$ cat src/common/oflow_pkg.sv
// Optical flow score stage
// Shared sizes and types

package oflow_pkg;

	localparam int PIX_W        = 8;              // Bits per pixel
	localparam int WIN_PIXELS   = 16;             // 4x4 window
	localparam int PIX_IDX_W    = 4;              // Pixel index inside a window
	localparam int N_CANDIDATES = 16;             // Displacements -2..+1 in both axes
	localparam int DXY_W        = 2;              // One signed displacement axis
	localparam int CAND_W       = 2 * DXY_W;      // Raw candidate index
	localparam int SCORE_W      = 12;             // Holds 16 * 255 without overflow

	// Signed view of a candidate, dy sits in the upper bits
	typedef struct packed {
		logic signed [DXY_W-1:0] dy;              // Vertical displacement
		logic signed [DXY_W-1:0] dx;              // Horizontal displacement
	} disp_vec_t;

	// Counted as a raw index, read back as a dx/dy pair
	typedef union packed {
		logic [CAND_W-1:0] raw;                   // Candidate number 0..15
		disp_vec_t         vec;                   // Decoded displacement
	} disp_t;

	// Address sent to the pixel memory
	typedef struct packed {
		disp_t                disp;               // Candidate being scored
		logic [PIX_IDX_W-1:0] pix_idx;            // Pixel inside the window
	} fetch_t;

	// Pixel pair returned by the memory
	typedef struct packed {
		logic [PIX_W-1:0] ref_pix;                // Reference window pixel
		logic [PIX_W-1:0] cand_pix;               // Displaced candidate pixel
	} pix_pair_t;

	// Best match of a block
	typedef struct packed {
		logic [SCORE_W-1:0] score;                // Lowest SAD seen
		disp_t              disp;                 // Where it was found
	} flow_result_t;

endpackage
$ cat src/hdl/oflow_score_calc.sv
// Optical flow score stage top

`timescale 1ns/1ps

module oflow_score_calc (
	input  logic                    clk,
	input  logic                    reset_N,
	input  logic                    start,    // One cycle block request
	input  oflow_pkg::pix_pair_t    pixels,   // Memory answer for fetch, same cycle
	output oflow_pkg::fetch_t       fetch,
	output oflow_pkg::flow_result_t result,
	output logic                    done
);

	import oflow_pkg::*;

	logic               start_similarity_metric;
	logic               metric_busy;
	logic               start_calc_min;
	logic               first_candidate;
	logic               next_candidate;
	logic               done_similarity_metric;
	logic               done_calc_min;
	logic               last_pixel;
	logic               last_candidate;
	logic [SCORE_W-1:0] score;                // SAD of the candidate just finished

	oflow_score_calc_fsm u_fsm (
		.clk                    (clk),
		.reset_N                (reset_N),
		.start                  (start),
		.done_similarity_metric (done_similarity_metric),
		.done_calc_min          (done_calc_min),
		.last_pixel             (last_pixel),
		.last_candidate         (last_candidate),
		.start_similarity_metric(start_similarity_metric),
		.metric_busy            (metric_busy),
		.start_calc_min         (start_calc_min),
		.first_candidate        (first_candidate),
		.next_candidate         (next_candidate),
		.done                   (done)
	);

	oflow_candidate_counter u_counter (
		.clk           (clk),
		.reset_N       (reset_N),
		.start         (start),
		.metric_busy   (metric_busy),
		.next_candidate(next_candidate),
		.fetch         (fetch),
		.last_pixel    (last_pixel),
		.last_candidate(last_candidate)
	);

	oflow_similarity_metric u_metric (
		.clk                    (clk),
		.reset_N                (reset_N),
		.start_similarity_metric(start_similarity_metric),
		.metric_busy            (metric_busy),
		.pixels                 (pixels),
		.last_pixel             (last_pixel),
		.score                  (score),
		.done_similarity_metric (done_similarity_metric)
	);

	// Displacement is still the scored candidate when the compare runs
	oflow_calc_min u_calc_min (
		.clk            (clk),
		.reset_N        (reset_N),
		.start_calc_min (start_calc_min),
		.first_candidate(first_candidate),
		.score          (score),
		.disp           (fetch.disp),
		.result         (result),
		.done_calc_min  (done_calc_min)
	);

endmodule

$ cat src/score_calc/oflow_calc_min.sv
// Running minimum of SAD scores

`timescale 1ns/1ps

module oflow_calc_min (
	input  logic                          clk,
	input  logic                          reset_N,
	input  logic                          start_calc_min,   // Score of a candidate is ready
	input  logic                          first_candidate,  // Load rather than compare
	input  logic [oflow_pkg::SCORE_W-1:0] score,
	input  oflow_pkg::disp_t              disp,             // Candidate that produced score
	output oflow_pkg::flow_result_t       result,
	output logic                          done_calc_min
);

	import oflow_pkg::*;

	logic better;

	// Strictly lower, so the earlier candidate keeps a tie
	assign better = first_candidate || (score < result.score);

	always_ff @(posedge clk or negedge reset_N) begin
		if (!reset_N) begin
			result        <= '0;
			done_calc_min <= 1'b0;
		end else begin
			done_calc_min <= start_calc_min;    // Single cycle compare
			if (start_calc_min && better) begin
				result.score <= score;
				result.disp  <= disp;
			end
		end
	end

endmodule

$ cat src/score_calc/oflow_similarity_metric.sv
// SAD accumulator

`timescale 1ns/1ps

module oflow_similarity_metric (
	input  logic                          clk,
	input  logic                          reset_N,
	input  logic                          start_similarity_metric,  // Clear the sum
	input  logic                          metric_busy,              // Add this cycle's pair
	input  oflow_pkg::pix_pair_t          pixels,
	input  logic                          last_pixel,
	output logic [oflow_pkg::SCORE_W-1:0] score,
	output logic                          done_similarity_metric
);

	import oflow_pkg::*;

	logic [PIX_W-1:0]   abs_diff;
	logic [SCORE_W-1:0] acc;

	// Unsigned distance between the two pixels
	assign abs_diff = (pixels.ref_pix > pixels.cand_pix) ? pixels.ref_pix - pixels.cand_pix
	                                                      : pixels.cand_pix - pixels.ref_pix;
	assign score = acc;                       // Stable until the next clear

	always_ff @(posedge clk) begin
		if (start_similarity_metric) acc <= '0;
		else if (metric_busy) acc <= acc + SCORE_W'(abs_diff);
	end

	// Done lands one cycle after the last addition
	always_ff @(posedge clk or negedge reset_N) begin
		if (!reset_N) done_similarity_metric <= 1'b0;
		else done_similarity_metric <= metric_busy & last_pixel;
	end

	// Sixteen pixel pairs must fit in SCORE_W bits
	a_no_wrap: assert property (@(posedge clk) disable iff (!reset_N)
		metric_busy |=> acc >= $past(acc));

endmodule

$ cat src/score_calc/oflow_candidate_counter.sv
// Candidate and pixel counter

`timescale 1ns/1ps

module oflow_candidate_counter (
	input  logic             clk,
	input  logic             reset_N,
	input  logic             start,           // Block request, only taken when not running
	input  logic             metric_busy,     // Step the pixel index
	input  logic             next_candidate,  // Step the candidate index
	output oflow_pkg::fetch_t fetch,
	output logic             last_pixel,
	output logic             last_candidate
);

	import oflow_pkg::*;

	logic [PIX_IDX_W-1:0] pix_idx;
	disp_t                cand;
	logic                 running;            // A block is walking the candidates

	assign fetch.disp     = cand;
	assign fetch.pix_idx  = pix_idx;
	assign last_pixel     = (pix_idx == PIX_IDX_W'(WIN_PIXELS - 1));
	assign last_candidate = (cand.raw == CAND_W'(N_CANDIDATES - 1));

	always_ff @(posedge clk or negedge reset_N) begin
		if (!reset_N) begin
			pix_idx <= '0;
			cand    <= '0;
			running <= 1'b0;
		end else begin
			if (start && !running) begin
				pix_idx  <= '0;
				cand.raw <= '0;
				running  <= 1'b1;
			end else begin
				if (metric_busy) pix_idx <= pix_idx + 1'b1;          // Wraps to 0 after the last pixel
				if (next_candidate) cand.raw <= cand.raw + 1'b1;     // Raw order, dy:dx
				// Final pixel of the final candidate ends the walk
				if (metric_busy && last_pixel && last_candidate) running <= 1'b0;
			end
		end
	end

	// Candidate steps only between windows, never mid accumulation
	a_step_outside_window: assert property (@(posedge clk) disable iff (!reset_N)
		!(next_candidate && metric_busy));

endmodule

$ cat src/score_calc/oflow_score_calc_fsm.sv
// Block sequencer FSM

`timescale 1ns/1ps

module oflow_score_calc_fsm (
	input  logic clk,
	input  logic reset_N,
	input  logic start,                       // Block request from outside
	input  logic done_similarity_metric,      // SAD of the current candidate is ready
	input  logic done_calc_min,               // Running minimum updated
	input  logic last_pixel,                  // Counter is on the final pixel
	input  logic last_candidate,              // Counter is on the final candidate
	output logic start_similarity_metric,     // Clears the SAD accumulator
	output logic metric_busy,                 // Accumulate and step the pixel index
	output logic start_calc_min,              // Compare the fresh score
	output logic first_candidate,             // Load instead of compare
	output logic next_candidate,              // Step the candidate index
	output logic done                         // Block finished, result is final
);

	typedef enum logic [1:0] {idle_st, metric_st, min_wait_st, advance_st} sm_type;

	sm_type current_state;
	sm_type next_state;
	logic   first_q;                          // Candidate 0 has not been scored yet
	logic   last_q;                           // Sampled last_candidate of the running candidate
	logic   busy_q;

	assign metric_busy     = busy_q;
	assign first_candidate = start_calc_min & first_q;  // Only on the compare of candidate 0

	always_ff @(posedge clk or negedge reset_N) begin
		if (!reset_N) current_state <= idle_st;
		else current_state <= next_state;
	end

	always_ff @(posedge clk or negedge reset_N) begin
		if (!reset_N) begin
			first_q <= 1'b0;
			last_q  <= 1'b0;
			busy_q  <= 1'b0;
		end else begin
			if (current_state == idle_st && start) first_q <= 1'b1;
			else if (start_calc_min) first_q <= 1'b0;
			if (start_similarity_metric) busy_q <= 1'b1;
			else if (busy_q && last_pixel) busy_q <= 1'b0;   // Drop after pixel 15
			// The counter may be restarted before this candidate closes, so keep its flag
			if (busy_q && last_pixel) last_q <= last_candidate;
		end
	end

	always_comb begin
		next_state              = current_state;
		start_similarity_metric = 1'b0;
		start_calc_min          = 1'b0;
		next_candidate          = 1'b0;
		done                    = 1'b0;

		case (current_state)
			idle_st: begin
				if (start) next_state = advance_st;     // Start is ignored elsewhere
			end
			metric_st: begin
				if (done_similarity_metric) begin
					start_calc_min = 1'b1;
					next_state     = min_wait_st;
				end
			end
			min_wait_st: begin
				if (done_calc_min) next_state = advance_st;
			end
			advance_st: begin
				if (first_q) begin                      // Launch candidate 0
					start_similarity_metric = 1'b1;
					next_state              = metric_st;
				end else if (last_q) begin
					done       = 1'b1;
					next_state = idle_st;
				end else begin
					next_candidate          = 1'b1;
					start_similarity_metric = 1'b1;
					next_state              = metric_st;
				end
			end
			default: next_state = idle_st;
		endcase
	end

	// The compare starts a cycle after the last addition and the minimum answers a cycle later
	a_min_follows_metric: assert property (@(posedge clk) disable iff (!reset_N)
		start_calc_min |-> $past(metric_busy && last_pixel) ##1 done_calc_min);

	// The block ends only with the accumulator idle
	a_done_not_with_start: assert property (@(posedge clk) disable iff (!reset_N)
		!(done && (start_similarity_metric || metric_busy)));

endmodule

$ cat config.mk
export PLATFORM = sky130hd
export DESIGN_NAME = oflow_score_calc
export DESIGN_NICKNAME = d
export VERILOG_FILES = /design/src/common/oflow_pkg.sv /design/src/hdl/oflow_score_calc.sv /design/src/score_calc/oflow_calc_min.sv /design/src/score_calc/oflow_similarity_metric.sv /design/src/score_calc/oflow_candidate_counter.sv /design/src/score_calc/oflow_score_calc_fsm.sv
export SDC_FILE = /design/constraint.sdc
export NUM_CORES = 1
export LEC_CHECK = 0
export BUFFER_PORTS_ARGS = -buffer_cell sky130_fd_sc_hd__clkbuf_2
export CAP_MARGIN = 20
export CORE_ASPECT_RATIO = 2
export CORE_UTILIZATION = 45
export CTS_BUF_LIST = sky130_fd_sc_hd__clkbuf_8
export DETAILED_ROUTE_END_ITERATION = 7
export PLACE_DENSITY_LB_ADDON = 0.3
export SLEW_MARGIN = 40
export SYNTH_ARGS = -nofsm -noshare
export SYNTH_HDL_FRONTEND = slang
export SYNTH_HIERARCHICAL = 1
export SYNTH_SLANG_ARGS = --single-unit
$ cat constraint.sdc
create_clock -name clk -period 2.1 [get_ports clk]
set_clock_uncertainty 0.1 [all_clocks]
set_input_delay 0.42 -clock clk [delete_from_list [all_inputs] [get_ports clk]]
set_output_delay 0.42 -clock clk [all_outputs]
set_load 0.05 [all_outputs]
# Yosys cells after proc, flatten, opt, wreduce, memory -nomap -nowiden
# Index checks and enable logic that the tools add are counted.
# classes
n_eq_ne	8
n_mux	27
n_bitwise	2
reduce_logical	14
order_cmp	2
addsub	5
# ops
cell	n
2-to-1 mux 1 bit	17
2-to-1 mux 4 bit	4
subtractor 8 bit	2
adder 12 x 8 -> 12 bit	1
less-than comparator 12 bit	1
nonzero test 2 bit	5
adder 4 x 1 -> 4 bit, second input constant	2
equality test 4 bit, second input constant	2
greater-than comparator 8 bit	1
2-to-1 mux 2 bit	4
2-to-1 mux 8 bit	1
one-hot mux 2 bit (4 select lines)	1
logical AND 1 bit	5
equality test 2 bit, second input constant	2
inequality test 2 x 1 -> 1 bit, second input constant	2
AND reduction 3 bit	1
bitwise AND 1 bit	2
equality test 2 x 1 -> 1 bit, second input constant	1
logical NOT 2 bit	1
inequality test 2 bit, second input constant	1
logical NOT 1 bit	1
logical OR 1 bit	1
# word_totals
elab_cells	70
output_inout_bits	25
register_bits	44

# Depth between registers and ports, before layout
# logic_depth
word_depth	5
depth_mapped	16

# By module
# The synthesis kept the hierarchy.
# modules_own_cells
mod	cells_each	instances	area_per_inst_um2	seq_area_each_um2
oflow_similarity_metric	172	1	1443.9	265.3
oflow_calc_min	146	1	1332.5	425.4
oflow_candidate_counter	37	1	409.1	225.2
oflow_score_calc_fsm	26	1	251.5	125.1

# Least setup slack after synthesis
# Ideal clock, no wire load.
# synth_timing
path_type	input -> register
startpoint	input pixels[8] in the netlist's numbering
endpoint	register u_metric.acc[10], in the netlist u_metric/score[10]
setup_ps	71
path_buffers	1
required_time_ps	1929
arrival_ps	2931
path_stages	16
setup_slack_ps	-1002
path_cell_list	inv_1 ha_1 inv_1 fa_1 nand3_1 a21oi_1 o22a_1 buf_6 mux2i_1 xnor2_1 ha_1 a21o_1 a21oi_2 o211a_1 or3_1 a21oi_1
# synth_between
elab_chain_cells	3
elab_cells_between_ends	5
# synth_rtl
item	line	source
start: declaration	oflow_score_calc.sv:9	input oflow_pkg::pix_pair_t pixels,
subtractor 8 bit, or another cell as far along	oflow_similarity_metric.sv:23	: pixels.cand_pix - pixels.ref_pix;
2-to-1 mux 8 bit *	oflow_similarity_metric.sv:22	assign abs_diff = (pixels.ref_pix > pixels.cand_pix) ? pixels.ref_pix - pixels.cand_pix
adder 12 x 8 -> 12 bit *	oflow_similarity_metric.sv:28	else if (metric_busy) acc <= acc + SCORE_W'(abs_diff);
end signal: assignment	oflow_similarity_metric.sv:28	
end: declaration	oflow_similarity_metric.sv:19	logic [SCORE_W-1:0] acc;
# Every way passes the cells marked *; elsewhere a longest branch is shown, timed or not.
# A chain may end at the register's enable or synchronous reset.

# Final worst setup path
# layout_timing
startpoint	input pixels[8] in the netlist's numbering
endpoint	register u_metric.acc[8], in the netlist u_metric/score[8]
# The elaborated chain is that of the path after synthesis.

==> flow_summary_export.csv <==
group,metric,value,unit
die,die_w,63.8,um
place,place_hpwl,6790,um
run_status,status,"complete, but fails checks",
route,drtAntennaViolNets,0,
clocking,cts_sinks,44,
layout,synthToLayoutAreaGrowth,41.7,%
route,drt_iter0_drc,355,
route,drt-wirelength-per-cell,17.6,um
clocking,clock_path_buffers,2,
route,wl,10200,um
place,placed_cell_area,4220,um^2
place,place_inst,552,
layout,fin_area,4870,um^2
layout,diodes,0,
timing,max_freq,330,MHz
pwr,ir_worst_vdd,0.000574,V
pwr,leakage,2.26,nW
yosys,synth.avg_cell_area,9.02,um^2
die,rows,44,
route,first_pass_iters,7,
critical_path,critPathKind,"in2reg",
die,core_area,7320,um^2
timing,timing.final.crit_period,3030,ps
clocking,insertion_delay,310,ps
yosys,synth_cell_types,50,
place,finalWeightedCongestion,0.822,
critical_path,cp-start-kind,"primary input",
timing,finalCritPeriodShare,1.44,
route,drt-vias-per-instance,5.94,
timing,hold_viol,0,
yosys,synthTopCellsByCount,"inv_1, ha_1, nor2_1",
timing,hold_slack,14.1,ps
run_status,violations,"negative setup slack",
yosys,ys_warn_count,6,
clocking,cts-root-buf,"clkbuf_8",
yosys,ys_seq_area_frac,0.303,
worst_hold_path,hold_class,"in2async",
pwr,p_per_area,1440,nW/um^2
layout,drive_gt1_frac,0.437,
grt,overflow,0,
pwr,power,0.00700,W
layout,layout.cells.non_filler,582,
yosys,syn_nets,439,
clocking,clk_pin_slew,90,ps
grt,grt_pass1_wl,15700,um
route,routed-via-count,3455,
clocking,cts_tree,"yes",
yosys,ys_seq_elements,44,
grt,grt_antenna_before_repair,0,
place,portBuffers,43,
yosys,synth_top_cell_area_share,0.233,
die,die_h,126,um
timing,worst_slack,-928,ps
die,start_util,0.469,
critical_path,crit_arrival,3100,ps
yosys,synth_flop_cell,"dfrtp_1",
flow_run,maxCapViolations,0,
yosys,synth.most_common_cell,"inv_1",
grt,grtUsageTotal,0.250,
yosys,synth-async-reset-ratio,0.727,
route,drc,0,
timing,setup_viol,26,
yosys,synth_edf_count,0,
yosys,yosys-top-cells-area,"dfrtp_1, ha_1, dfxtp_1",
timing,tightest_slew,639,ps
timing,rsz0062_at_grt,"true",
yosys,netlist_area,3440,um^2
clocking,cts_buffers,5,
critical_path,crit_required,2170,ps
die,io_pins,44,
timing,drv_slew,0,
clocking,htreeDepth,2,
timing,slew-limit-headroom,0.574,
grt,grt_start_max_net_pins,33,
critical_path,path_max_fanout,7,
critical_path,worst_r2r_path_depth,9,
yosys,synth_top_area_cell,"dfrtp_1",
grt,grt_pass1_vias,3497,
die,die_area,8010,um^2
yosys,postSynthCellCount,381,
layout,final_nets,547,
critical_path,cp-end-kind,"flip-flop",
power by group:
part / switching [W] / total (W) / leakage, nW / internal [W]
logic: 0.00272 / 0.00474 / 1.75 / 0.00202
clock network: 0.000312 / 0.000664 / 0.0541 / 0.000352
registers: 0.000377 / 0.00160 / 0.448 / 0.00122
total: 0.00341 / 0.00700 / 2.26 / 0.00359
final cells by class:
type	count	area, um^2
repair buffers	123	938
inverters	39	161
well taps	92	115
flip-flops and latches	44	1050
fillers	571	2450
clock buffers	5	68.8
multi-input cells	276	2490
clock inverters	3	42.5
registers in the layout, summed over array words and instances, names as in the netlist, 2 cells and up:
signal,cells
u_calc_min/result,16
u_metric/score,12
u_fsm/current_state,2
u_counter/cand,4
u_counter/pix_idx,4
worst paths after layout:
check	slack, ps	start	to
max	-930	pixels[8]	u_metric/score[8]$_SDFFE_PP0P_
min	10	reset_N	u_calc_min/result[0]$_DFFE_PN0P_
max reg2reg	-90	u_calc_min/result[10]$_DFFE_PN0P_	u_calc_min/result[8]$_DFFE_PN0P_
min reg2reg	420	u_counter/running$_DFFE_PN0P_	u_counter/running$_DFFE_PN0P_
max in group asynchronous	1560	reset_N	u_calc_min/result[10]$_DFFE_PN0P_
min in group clk	330	start	u_fsm/current_state[1]$_DFFE_PN0P_
placed cells by master, fill, tap and decap left out, drive strengths merged, types with 4 or more instances in the layout:
cell type	Yosys	layout
buf	12	79
clkbuf	10	49
inv	39	39
ha	36	36
nor2	35	35
dfrtp	32	32
a21oi	20	20
nand2	19	19
o21ai	17	17
nand4b	16	16
o311ai	16	16
mux2i	14	14
dfxtp	12	12
a222oi	11	11
xor2	11	11
a21o	11	11
xnor2	9	9
nand4	8	8
a31oi	8	8
a211oi	6	6
and2	4	4
per-stage QoR:
stage               utilization  worst slack [ps]  TNS [ps]
finish                    0.665              -928     -8450
global route              0.665             -1040    -11080
CTS                       0.642              -842     -7500
detailed placement        0.576             -1430    -13510
global placement          0.576             -1370    -13090
floorplan                     -              -837     -8250
cells by family (layout without fill, tap and decap cells):
family          Yosys count  count (layout)  share of synthesized area
simple gates            100             100                      0.154
buf+inv                  61             170                     0.0797
compound gates          101             101                      0.217
xor+xnor                 20              20                     0.0510
fa+ha+maj                39              39                      0.149
mux                      16              16                     0.0473
flops                    44              44                      0.303
metal layers:
metal | part of all wire | vias to the layer above | track usage
met5 | 0 | - | 0
met4 | 0.045 | 0 | 0.152
met3 | 0.033 | 36 | 0.0265
met2 | 0.60 | 134 | 0.498
met1 | 0.33 | 1664 | 0.227
li1 | - | 1621 | -
repair_timing:
action                                  in CTS  in global routing
pin swaps                                   28                 15
setup buffers                               16                  5
hold buffers                                 0                  0
gates cloned                                 2                  1
resized for setup                           43                 22
endpoints found under the setup margin      24                 27
worst max-delay path, cell delays in order:
cell and delay [ps]:
clkbuf_16 140, inv_12 50, ha_4 120, inv_2 30, fa_2 340, nand3_2 90, a21oi_2 60, o22a_4 250
mux2_4 350, fa_2 370, a21o_1 180, a21oi_2 210, o211a_1 260, or3_1 140, a21oi_1 70
Power figures use the tool's default switching activity.
